===== src/verilog/csr_pkg.sv =====
package csr_pkg;

    // Decoded CSR command from the pipeline.
    // Anything other than none is treated as a one-cycle request.
    typedef enum logic [2:0] {
        CMD_NONE  = 3'd0,
        CMD_WRITE = 3'd1,
        CMD_SET   = 3'd2,
        CMD_CLEAR = 3'd3,
        CMD_ECALL = 3'd4
    } csr_cmd_e;

    // Registered request handed from decode to the register file.
    // The address is already reduced modulo the storage depth.
    typedef struct packed {
        csr_cmd_e    cmd;
        logic [11:0] addr;
        logic [31:0] operand;
    } csr_req_t;

    // Write port event, one cycle wide.
    // The same event commits to storage and updates the trap vector copy.
    typedef struct packed {
        logic        en;
        logic [11:0] addr;
        logic [31:0] data;
    } csr_wr_t;

    // Machine cause register, always addressed by an ecall.
    localparam logic [11:0] MCAUSE_ADDR = 12'h342;

    // Cause code for an environment call from machine mode.
    localparam logic [31:0] ECALL_CAUSE = 32'd11;

endpackage


===== src/verilog/csr_req_decode.sv =====
module csr_req_decode #(
    parameter int CSR_ADDR_BITS = 12
) (
    input  logic               clk,
    input  logic               arst_n,
    input  logic               branch_flush,
    input  csr_pkg::csr_cmd_e  csr_cmd,
    input  logic [31:0]        op1_data,
    input  logic [31:0]        imm_i,
    output csr_pkg::csr_req_t  req
);

    csr_pkg::csr_cmd_e cmd_eff;
    logic [31:0]       addr_src;
    logic [11:0]       addr_mod;

    csr_pkg::csr_cmd_e cmd_q;
    logic [11:0]       addr_q;
    logic [31:0]       operand_q;

    // A flush from writeback turns the command into a no-op.
    always_comb begin
        if (branch_flush) begin
            cmd_eff = csr_pkg::CMD_NONE;
        end else begin
            cmd_eff = csr_cmd;
        end
    end

    // An ecall reads and writes mcause, whatever the immediate holds.
    always_comb begin
        if (cmd_eff == csr_pkg::CMD_ECALL) begin
            addr_src = {20'd0, csr_pkg::MCAUSE_ADDR};
        end else begin
            addr_src = imm_i;
        end
    end

    // Keep only the index bits, so the address wraps at the storage depth.
    always_comb begin
        addr_mod = 12'(addr_src[CSR_ADDR_BITS-1:0]);
    end

    always_ff @(posedge clk or negedge arst_n) begin
        if (!arst_n) begin
            cmd_q <= csr_pkg::CMD_NONE;
        end else begin
            cmd_q <= cmd_eff;
        end
    end

    always_ff @(posedge clk) begin
        addr_q    <= addr_mod;
        operand_q <= op1_data;
    end

    always_comb begin
        req = '{cmd: cmd_q, addr: addr_q, operand: operand_q};
    end

endmodule


===== config.mk =====
export PLATFORM = sky130hd
export DESIGN_NAME = csr_req_decode
export DESIGN_NICKNAME = d
export VERILOG_FILES = /design/src/verilog/csr_pkg.sv /design/src/verilog/csr_req_decode.sv
export SDC_FILE = /design/constraint.sdc
export NUM_CORES = 1
export LEC_CHECK = 0
export ABC_AREA = 1
export BUFFER_PORTS_ARGS = -buffer_cell sky130_fd_sc_hd__buf_2
export CORE_MARGIN = 2
export CORE_UTILIZATION = 38
export CTS_BUF_LIST = sky130_fd_sc_hd__clkbuf_4 sky130_fd_sc_hd__clkbuf_8
export CTS_CLUSTER_DIAMETER = 100
export DETAILED_ROUTE_END_ITERATION = 10
export HOLD_SLACK_MARGIN = 0.12
export PLACE_DENSITY = 0.86
export SLEW_MARGIN = 15
export SYNTH_ARGS = -nofsm -noshare
export SYNTH_HDL_FRONTEND = slang
export SYNTH_SLANG_ARGS = --single-unit
export TNS_END_PERCENT = 50

===== constraint.sdc =====
create_clock -name clk -period 0.9 [get_ports clk]
set_input_delay 0.18 -clock clk [delete_from_list [all_inputs] [get_ports clk]]
set_output_delay 0.18 -clock clk [all_outputs]
set_load 0.03 [all_outputs]

==> summary.txt <==
Run status
  – Outcome: finished with violations
  – Failing checks: negative setup slack

Floorplan
  – Core area: 2758 um^2
  – Die area: 3365 um^2
  – Row Count: 19
  – Chip height: approximately 58 um
  – Die X: 58.01 um
  – Initial core utilization: 0.4020
  – Boundary pin count: 117

Cells and area
  – Fraction of layout cells with a size suffix above 1: 0.6552
  – Antenna diodes: 0
  – Fin nets: between 300 and 400
  – Most frequent cells in the layout: buf_2, dlygate4sd3_1, buf_6, dfxtp_2, inv_1
  – Layout area overhead: 127.4%
  – Non-Filler Instances: 263
  – Most common cell after layout, fill and taps aside: buf_2

Route
  – Post-route ant nets: 0
  – Vias per cell: 4.357
  – Via count: 1146
  – Routed len/inst: 18.50 um
  – Detailed Route Iter0 Violations: 20
  – WL final: 4865 um
  – First-pass iteration count of the detailed router: 4
  – DRC: 0

Critical path
  – Worst-path maximum fanout: 1
  – Kind of critical path: register to output port
  – Critical Path RT: 0.72 ns
  – Critical Path Max Stage Delay: 0.42 ns
  – Worst setup EP type: output port
  – Critical path cell sequence: buf_6
  – Worst setup SP type: register
  – CP max stage cell: dfrtp_1
  – CP delay by family, top: flip-flops
  – Arrival time at the worst endpoint: slightly above 0.9 ns
  – Critical path buffers and inverters: 1

Synth
  – Yosys warns: 0
  – Cell taking the most area after synthesis: dfxtp_1
  – Synth Area per Inst: 14.03 um^2
  – Synth top area share: 0.7946
  – Distinct cell type count after synthesis: 8
  – Post-synthesis cell count: 79
  – Top post-synthesis cells by area: dfxtp_1, dfrtp_1, inv_1
  – Yosys reg bits: 47
  – Syn nets: 149
  – Synth Cell Area: 1109 um^2
  – Sequential area share after synthesis: 0.8623

Clock tree
  – Clock Sinks: 47
  – CTS tree: built
  – CTS root buffer: clkbuf_4
  – Cts bufs inserted: 5
  – H-tree levels: 2
  – Register clock-pin slew on the reported worst setup and hold paths: 0.13 ns
  – Post-CTS Setup Repair Bufs: 0
  – Deepest clock path buffer count: 2

Timing
  – Final Cycle Share: 1.209
  – Hold_ws: 0.1617 ns
  – Final WS setup: -0.1880 ns
  – Endpoints failing hold: 0
  – RSZ-0062 raised after global routing: true
  – Final setup fails: 51
  – FMAX: 919.1 MHz
  – Relative slew slack: 0.8341
  – Period minus WS final: 1.088 ns
  – Slew @ Worst Pin: 0.2482 ns
  – Final Max Slew Viols: 0

Power
  – Worst IR Drop VDD: between 1.5 and 2 mV
  – PwrDens: 1645 nW/um^2
  – Static Leakage: ~1.3 nW

Global route
  – Initial antenna violation count: 0
  – First-pass GRT wire length: 7093 um
  – Vias in the first global route: 1225
  – Overflow after GRT: 0
  – Gr usage total: 0.3014
  – Largest net degree at the start of global routing: 14

Hold path
  – Hold WC Path Type: input port to asynchronous set/reset pin

Placement
  – PortBufs: 96
  – Placed Instances: 206
  – Post-DP HPWL: 2089 um
  – Placer Congestion: ~0.64

Job
  – Max-cap violations: 0
[through the flow]
stage	utilization	setup slack (ns)	power (mW)	setup TNS (ns)	area [um^2]
floorplan	-	0.2526	2.560	0	1109
finish	0.9142	-0.1880	4.147	-5.054	2521
global route	0.9142	-0.2261	4.292	-6.709	2521
global placement	0.5903	0.1076	2.777	0	1628
CTS	0.9120	-0.1522	4.046	-5.559	2515
detailed placement	0.5903	0.08662	2.793	0	1628
[power by group]
part | leakage [nW] | internal (mW) | total, mW | switching (mW)
clock network | 0.0361 | 0.366 | 0.993 | 0.626
logic | 0.810 | 0.444 | 0.866 | 0.422
registers | 0.410 | 2.22 | 2.29 | 0.0666
total | 1.26 | 3.03 | 4.15 | 1.11
[state kept, by name (all words and copies together) (netlist names)]
signal	cells
cmd_q	3
operand_q	32
addr_q	12
[logic make-up after synthesis]
family | Yosys count | share of synthesized area
buf+inv | 15 | 0.05079
simple gates | 9 | 0.05079
flops | 47 | 0.8623
compound gates | 8 | 0.03612
[cell type report]
cell class	instances	area, um^2
flip-flops and latches	47	1011
clock inverters	1	5.005
well taps	31	38.79
clock buffers	7	52.55
repair buffers	144	1255
inverters	15	56.30
multi-input cells	18	102.6
fillers	95	236.5
[timing repair]
action | 4_1_cts | 5_1_grt
gates resized for setup | 138 | 0
hold buffers | 48 | 1
gates cloned | 0 | 1
endpoints found under the hold margin | 50 | 2
pin swaps | 0 | 1
setup endpoints to repair | 47 | 60
[synth_stat cells]
master   instances
dfrtp_1          3
inv_1           15
nand2_1          4
nor2_4           2
nor2_1           2
dfxtp_1         44
a21oi_1          8
nand2_4          1
[path summary, 6_finish.rpt]
path | slack, ns | startpoint | depth (start not counted) | to
max | -0.19 | cmd_q[1] | 1 | req[45]
min | 0.16 | arst_n | 2 | cmd_q[1]
max in group asynchronous | 0.63 | arst_n | 2 | cmd_q[0]
min in group clk | 0.18 | csr_cmd[1] | 3 | addr_q[5]
[per-layer routing]
| metal | track usage | wire (um) | vias up |
|---|---|---|---|
| met4 | 0.1163 | 116 | 0 |
| met5 | 0 | 0 | - |
| met3 | 0.09598 | 421 | 10 |
| met2 | 0.5081 | 2429 | 61 |
| met1 | 0.3585 | 1898 | 538 |
| li1 | - | - | 537 |
(Power assumes the default switching activity.)
