<file path="config.mk">
export PLATFORM = sky130hd
export DESIGN_NAME = csr_result_out
export DESIGN_NICKNAME = d
export VERILOG_FILES = /design/src/verilog/csr_pkg.sv /design/src/verilog/csr_result_out.sv
export SDC_FILE = /design/constraint.sdc
export NUM_CORES = 1
export LEC_CHECK = 0
export BUFFER_PORTS_ARGS = -buffer_cell sky130_fd_sc_hd__buf_2
export CAP_MARGIN = 15
export CORE_UTILIZATION = 40
export CTS_BUF_LIST = sky130_fd_sc_hd__clkbuf_8
export CTS_CLUSTER_DIAMETER = 60
export DETAILED_ROUTE_END_ITERATION = 10
export HOLD_SLACK_MARGIN = 0.05
export PLACE_DENSITY = 0.71
export RECOVER_POWER = 25
export SLEW_MARGIN = 5
export SYNTH_ARGS = -nofsm -noshare
export SYNTH_HDL_FRONTEND = slang
export SYNTH_SLANG_ARGS = --single-unit
</file>
<file path="constraint.sdc">
create_clock -name clk -period 1.6 [get_ports clk]
set_clock_uncertainty 0.2 [all_clocks]
set_input_delay 0.24 -clock clk [delete_from_list [all_inputs] [get_ports clk]]
set_output_delay 0.24 -clock clk [all_outputs]
set_load 0.01 [all_outputs]
</file>
<file path="src/verilog/csr_pkg.sv">
package csr_pkg;

    // Decoded CSR command from the pipeline.
    // Anything other than none is treated as a one-cycle request.
    typedef enum logic [2:0] {
        CMD_NONE  = 3'd0,
        CMD_WRITE = 3'd1,
        CMD_SET   = 3'd2,
        CMD_CLEAR = 3'd3,
        CMD_ECALL = 3'd4
    } csr_cmd_e;

    // Registered request handed from decode to the register file.
    // The address is already reduced modulo the storage depth.
    typedef struct packed {
        csr_cmd_e    cmd;
        logic [11:0] addr;
        logic [31:0] operand;
    } csr_req_t;

    // Write port event, one cycle wide.
    // The same event commits to storage and updates the trap vector copy.
    typedef struct packed {
        logic        en;
        logic [11:0] addr;
        logic [31:0] data;
    } csr_wr_t;

    // Machine cause register, always addressed by an ecall.
    localparam logic [11:0] MCAUSE_ADDR = 12'h342;

    // Cause code for an environment call from machine mode.
    localparam logic [31:0] ECALL_CAUSE = 32'd11;

endpackage

</file>
<file path="src/verilog/csr_result_out.sv">
module csr_result_out #(
    parameter logic [11:0] TVEC_ADDR = 12'h305
) (
    input  logic             clk,
    input  logic             arst_n,
    input  logic [31:0]      rd_data,
    input  csr_pkg::csr_wr_t wr,
    output logic [31:0]      csr_rdata,
    output logic [31:0]      trap_vector
);

    logic        tv_hit;
    logic        tv_hit_q;
    logic [31:0] tv_data_q;

    // A write to mtvec seen on the write port.
    always_comb begin
        tv_hit = wr.en && (wr.addr == TVEC_ADDR);
    end

    always_ff @(posedge clk or negedge arst_n) begin
        if (!arst_n) begin
            csr_rdata   <= '0;
            tv_hit_q    <= 1'b0;
            trap_vector <= '0;
        end else begin
            csr_rdata <= rd_data;
            tv_hit_q  <= tv_hit;
            // Copy follows storage one cycle after the write lands.
            if (tv_hit_q) begin
                trap_vector <= tv_data_q;
            end
        end
    end

    always_ff @(posedge clk) begin
        if (tv_hit) begin
            tv_data_q <= wr.data;
        end
    end

endmodule

</file>
==> metrics, run 1 <==
Synth Register Bits between 90 and 100; syn_area_per_cell ~22 sq um; Final min period between 1500 and 2000 ps; yosys warns 0; Synth-to-Final Area Change 56.7%; VDD IR max between 0.4 and 0.5 mV; Post-synth EDFFs 32; die width between 80 and 90 microns; post-DP HPWL between 4 and 5 mm; Slew Limit Headroom 0.457; I/O Pins approximately 140; CP max FO 23; Seq/Total Area, Yosys 0.858; Syn Inst Count 138; GRT overflow 0; Final setup viols 0; Final GP Congestion 0.751; row count 31; core footprint 0.00725 sq mm; RSZ-0062 raised after global routing no; post-placement cell area 0.00391 sq mm; Clk pin slew, worst setup/hold paths 90 ps; CTS tree built; number of post-CTS setup repair buffers 0; final hold slack 129 ps; Max Fclk around 0.64 GHz; initial drt markers 25; clock sink count 97; CTS Buffer Depth 2; Hold Crit Class in -> reg; crit end category flop; PortBufs between 100 and 150; DR pass1 iterations 2; status completed; Slew Viols, Final 0; DRC 0; Initial Util 0.416; vias per cell 4.35; Via Count about 2000; share of cells above drive strength 1 0.526; R2R Setup Slk 320 ps; cts bufs inserted 9; Fin. Hold Viols 0; final worst-path cycle share 0.975; Final ANT Viol Nets 0; Setup Crit Path Kind in -> reg; Wirelength per Cell 14.8 microns; Least-Margin Pin Slew 814 ps; vias in the first global route ~2200; CP arrival approximately 1400 ps; CTS H-tree lvls 3; die area between 0.007 and 0.008 sq mm; routed wire length a little under 7 mm; max capacitance violation total 0; top cells by count, synth dfrtp_1 (65), edfxtp_1 (32), mux2_2 (28); top-count cell post-synth dfrtp_1; cell taking the most area after synthesis dfrtp_1; overall global routing resource usage 0.181; fin util 0.651; initial antenna violation count 1; first-pass GRT wire length ~10 mm; Yosys cell types 11; Top FF cell, synth dfrtp_1; Synth area leaders dfrtp_1 (54%), edfxtp_1 (32%), mux2_2 (10%), mux2_1 (1.5%), buf_2 (0.50%); Syn Std Cell Area 0.00301 sq mm; largest net degree at the start of global routing 66; syn_nets approximately 220; design area roughly 0.0047 sq mm; Required @ worst endpoint ~1500 ps; ys async rst share 0.670; fin nets between 400 and 500; crit start category input port; power per cell area between 900 and 1000 mW/mm^2; CTS root buf clkbuf_8; worst skew pair latency 360 ps; Static Leak 2.33 nW; Yosys top cell area share 0.540; Die Span Y between 80 and 90 microns
## registers in the layout (all words and copies together), names as in the netlist
name,flops
trap_vector,32
tv_hit_q,1
csr_rdata,32
tv_data_q,32
## cell usage in the layout, fill, tap and decap left out
master / Yosys / layout
nor4_4: 0 / 1
inv_6: 0 / 2
diode_2: 0 / 1
or4_4: 1 / 1
inv_1: 0 / 2
mux2_2: 28 / 28
buf_6: 0 / 1
or4bb_1: 1 / 1
nand2_1: 1 / 1
buf_2: 3 / 141
inv_8: 0 / 1
buf_4: 0 / 1
clkbuf_1: 1 / 1
clkinv_2: 0 / 2
clkbuf_8: 0 / 9
edfxtp_1: 32 / 32
mux2_1: 4 / 4
or3b_4: 0 / 1
dlygate4sd3_1: 0 / 65
buf_12: 0 / 2
dfrtp_1: 65 / 65
## cell families after synthesis
group / share of synthesized area
flip-flops: 0.858
multiplexers: 0.120
buffers and inverters: 0.00622
AND/OR/NAND/NOR: 0.0158
## power by group
part           internal [mW]  switching [mW]  total, mW
sequential              2.61          0.0114       2.62
clock                  0.572           0.834       1.41
combinational          0.206           0.126      0.332
total                   3.38           0.971       4.35
## worst paths after layout
check                                             start                           to  cells after the start
worst max register to register       tv_hit_q$_DFF_PN0_   trap_vector[5]$_DFFE_PN0P_                      2
worst min register to register  tv_data_q[29]$_DFFE_PP_  trap_vector[29]$_DFFE_PN0P_                      1
worst max-delay path                             wr[37]       tv_data_q[9]$_DFFE_PP_                      4
min in group asynchronous                        arst_n      csr_rdata[18]$_DFF_PN0_                      3
max in group asynchronous                        arst_n  trap_vector[17]$_DFFE_PN0P_                      3
worst min-delay path                             wr[38]           tv_hit_q$_DFF_PN0_                      4
## timing repair
item / in CTS / in global routing
hold buffers: 65 / 0
endpoints found under the hold margin: 129 / 0
resized for setup: 0 / 2
endpoints found under the setup margin: 0 / 10
## per-layer routing
layer	global-route usage	vias up	share of wire
met3	0.0364	16	0.074
li1	-	932	-
met1	0.192	948	0.39
met4	0.119	0	0.036
met5	0	-	0
met2	0.328	111	0.50
## critical path: stages
cell    delay, ps
buf_2         100
or4_4         530
nor4_4        330
buf_12        220
## cell type report
class,instances,area (sq um)
Timing Repair Buffer,211,1420
Sequential cell,97,2590
Fill cell,533,2530
Clock inverter,7,46.3
Tap cell,99,124
Antenna cell,1,2.50
Clock buffer,9,124
Multi-Input combinational cell,37,419
## through the flow
stage | setup TNS [ps] | std cells | setup WS [ps] | total power [mW]
after CTS | 0 | 460 | 28.6 | 4.41
final | 0 | 461 | 40.1 | 4.35
after detailed placement | -10990 | 379 | -361 | 2.88
after global routing | 0 | 461 | 4.45 | 4.53
after global placement | -10860 | 379 | -354 | 2.87
after floorplan | -31100 | 138 | -947 | 2.70
Power figures use the tool's default switching activity.
==> inputs of run 2 (changes only) <==
Settings changed: CTS_BUF_LIST sky130_fd_sc_hd__clkbuf_8 to unset, TNS_END_PERCENT set to 10.
Clock period 1.6 ns to 1.8 ns, I/O delays scaled along.
==> metrics, run 2 (synthesis gave the netlist of run 1 again) <==
crit start category input port; DRC 0; Max Fclk 0.610 GHz; die area ~0.008 sq mm; crit end category flop; initial drt markers 54; Via Count 2005; Wirelength per Cell around 14 microns; row count 31; Required @ worst endpoint 1640 ps; R2R Path Start tv_hit_q$_DFF_PN0_; Hold EP tv_hit_q$_DFF_PN0_; CP Launch Point wr[43]; top flop regs csr_rdata: 32 flops, trap_vector: 32 flops, tv_data_q: 32 flops; CP arrival ~1500 ps; cts bufs inserted 9; multi-input logic area about 420 sq um; power per cell area between 800 and 900 mW/mm^2; Final setup viols 0; vias per cell approximately 4.4; final worst-path cycle share 0.910; Worst Reg2Reg Path Length in Cells 2; status completed; DR pass1 iterations 4; Synth-to-Final Area Change 57.0%; CTS root buf clkbuf_8; number of post-CTS setup repair buffers 0; post-DP HPWL around 3.7 mm; CTS tree built; Least-Margin Pin Slew 857 ps; Hold Crit Class in -> reg; CTS Buffer Depth 2; clock sink count 97; VDD IR max 0.413 mV; hold_sp wr[38]; CTS H-tree lvls 3; total power between 3 and 4 mW; worst skew pair latency 340 ps; Final ANT Viol Nets 0; Static Leak about 2.3 nW; CP max FO 33; Slew Limit Headroom 0.429; overall global routing resource usage 0.173; most common cell after layout, fill and taps aside buf_2; RSZ-0062 raised after global routing no; antenna diode count 0; Initial Util 0.416; largest net degree at the start of global routing 66; routed wire length approximately 6.6 mm; die width 88.8 microns; share of cells above drive strength 1 0.525; R2R Setup Slk around 530 ps; cell count of the worst hold path 4; Reg area ~0.0026 sq mm; core footprint just over 0.007 sq mm; Setup Crit Path Kind in -> reg; Clk pin slew, worst setup/hold paths about 80 ps; GRT overflow 0; I/O Pins between 100 and 150; initial antenna violation count 0; FILL cells 520; first-pass GRT wire length a little under 10 mm; final hold slack just under 200 ps; Final min period 1640 ps; Fin. Hold Viols 0; Slew Viols, Final 0; max capacitance violation total 0; commonest cells after routing, fill and taps aside buf_2 (141), dfrtp_1 (65), dlygate4sd3_1 (65); Die Span Y slightly below 90 microns; PortBufs 142; R2R Path End trap_vector[12]$_DFFE_PN0P_; fin nets ~430; Final GP Congestion 0.750; vias in the first global route 1997
run 2: cell types whose count changed in the layout (fill, tap and decap cells not counted), sizes merged:
cell | previous run | this run
bufinv | 0 | 1
buf | 145 | 143
clkbuf | 10 | 13
diode | 1 | 0
inv | 5 | 2
run 2: how the worst max path moves through the flow:
stage,end,slack [ps],depth (start not counted)
CTS,tv_data_q[19]$_DFFE_PP_,180,4
global route,tv_data_q[16]$_DFFE_PP_,110,4
finish,tv_data_q[23]$_DFFE_PP_,160,4
floorplan,tv_data_q[0]$_DFFE_PP_,-780,2
detailed placement,tv_data_q[28]$_DFFE_PP_,-200,4
global placement,tv_data_q[28]$_DFFE_PP_,-150,4
run 2: routing by layer:
metal  vias to the layer above  wire length (microns)  track usage
met5                         -                      0            0
met2                       106                   3380        0.310
met4                         0                    125       0.0894
met1                       962                   2590        0.194
li1                        926                      -            -
met3                        11                    518       0.0364
run 2: critical path, cell delays in order:
cell and delay [ps]:
buf_2 90, or4bb_1 550, nor4_4 300, buf_12 260
run 2: per-stage QoR:
stage	util	setup TNS (ps)	setup WS, ps	std cells	cell area, sq um
2_1_floorplan	-	-25490	-777	138	3020
3_3_place_gp	0.538	-4810	-152	378	3900
3_5_place_dp	0.538	-6280	-197	378	3900
4_1_cts	0.654	0	180	459	4740
5_1_grt	0.652	0	106	459	4730
6_report	0.652	0	162	459	4730
run 2: where the power goes:
| part | switching, mW | total [mW] | internal, mW |
|---|---|---|---|
| Clock | 0.718 | 1.38 | 0.659 |
| Combinational | 0.111 | 0.294 | 0.182 |
| Sequential | 0.0103 | 2.33 | 2.32 |
run 2: cell type report:
cell class / instances / area share
clock inverters: 5 / 0.0135
repair buffers: 210 / 0.298
flip-flops and latches: 97 / 0.547
clock buffers: 11 / 0.0278
multi-input cells: 37 / 0.0881
well taps: 99 / 0.0262
run 2: repair_timing:
item                      4_1_cts  5_1_grt
gates resized for setup         0        0
hold endpoints to repair      129        0
hold buffers                   65        0
==> inputs of run 3 (changes only) <==
Settings changed: REMOVE_ABC_BUFFERS set to 1.
==> metrics, run 3 (synthesis gave the netlist of run 1 again) <==
initial antenna violation count 0; Final GP Congestion approximately 0.71; Final setup viols 0; clock sink count 97; post-DP HPWL just over 4 mm; die area approximately 0.0079 sq mm; crit start category input port; CP arrival roughly 1500 ps; CTS root buf clkbuf_8; CTS Buffer Depth 2; vias in the first global route between 2000 and 2500; power per cell area around 840 mW/mm^2; number of post-CTS setup repair buffers 0; core footprint just over 0.007 sq mm; DRC 0; total power between 3 and 4 mW; hold_sp wr[38]; first-pass GRT wire length about 10 mm; vias per cell 4.37; worst setup margin 176 ps; CP max FO 33; routed wire length 6.64 mm; Least-Margin Pin Slew around 440 ps; RSZ-0062 raised after global routing no; I/O Pins 143; Wirelength per Cell between 10 and 15 microns; cts bufs inserted 9; Fin. Hold Viols 0; Clk pin slew, worst setup/hold paths approximately 90 ps; most common cell after layout, fill and taps aside buf_2; Post-CTS Hold Fix Bufs 65; share of cells above drive strength 1 0.532; Hold Crit Class in -> reg; PostCTS Resize Cnt 0; largest net degree at the start of global routing 38; Initial Util 0.416; Die Span Y between 80 and 90 microns; Via Count ~2000; overall global routing resource usage 0.176; Static Leak roughly 2.3 nW; Final min period 1620 ps; Setup Crit Path Kind in -> reg; status completed; final worst-path cycle share 0.902; VDD IR max ~0.39 mV; max capacitance violation total 0; die width slightly below 90 microns; Slew Limit Headroom 0.704; initial drt markers 75; DR pass1 iterations 4; worst skew pair latency around 350 ps; commonest cells after routing, fill and taps aside buf_2 (140), dfrtp_1 (65), dlygate4sd3_1 (65); Slew Viols, Final 0; top flop regs csr_rdata: 32 flops, trap_vector: 32 flops, tv_data_q: 32 flops; Max Fclk just over 0.6 GHz; CTS tree built; PortBufs approximately 140; Required @ worst endpoint roughly 1700 ps; fin nets approximately 440; Synth-to-Final Area Change 56.7%; R2R Path Start tv_hit_q$_DFF_PN0_; Final ANT Viol Nets 0; CP Launch Point wr[37]; antenna diode count 0; row count 31; CTS H-tree lvls 3; pre-CTS WS -200 ps; crit end category flop; GRT overflow 0
[run 3: power by group]
part / leakage [nW] / internal, mW / total (mW) / switching [mW]
Sequential: 1.12 / 2.32 / 2.33 / 0.0116
Combinational: 1.11 / 0.184 / 0.297 / 0.112
Clock: 0.0989 / 0.589 / 1.32 / 0.736
Total: 2.33 / 3.09 / 3.95 / 0.860
[run 3: worst max-delay path, stage by stage]
cell	delay (ps)
buf_2	100
or4_4	530
nor4_4	320
buf_12	250
[run 3: worst paths after layout]
check                                               to  slack (ps)  cells past startpoint
setup / recovery                tv_data_q[1]$_DFFE_PP_         180                      4
hold / removal                      tv_hit_q$_DFF_PN0_         180                      4
setup reg to reg            trap_vector[9]$_DFFE_PN0P_         450                      2
hold reg to reg            trap_vector[30]$_DFFE_PN0P_         270                      1
max in group asynchronous      csr_rdata[24]$_DFF_PN0_         770                      3
min in group asynchronous  trap_vector[31]$_DFFE_PN0P_         270                      3
[run 3: layout make-up]
cell class | instances | area [sq um]
Clock buffer | 10 | 149
Timing Repair Buffer | 212 | 1410
Multi-Input combinational cell | 37 | 417
Clock inverter | 5 | 35.0
Tap cell | 99 | 124
Sequential cell | 97 | 2590
Fill cell | 526 | 2530
[run 3: metrics by stage]
stage | util | cell area, sq um | instances | setup TNS [ps] | hold WS, ps
floorplan | - | 3000 | 134 | -51000 | -226
detailed placement | 0.536 | 3890 | 380 | -6320 | 117
CTS | 0.651 | 4720 | 460 | 0 | 175
global placement | 0.536 | 3890 | 380 | -5830 | 117
global route | 0.651 | 4720 | 460 | 0 | 186
finish | 0.651 | 4720 | 460 | 0 | 180
[run 3: routing by layer]
layer  vias up  GRT usage  wire length (microns)
li1        928          -                      -
met1       974      0.195                   2590
met2       101      0.316                   3430
met3         8     0.0466                    517
met4         0     0.0792                    102
met5         -          0                      0
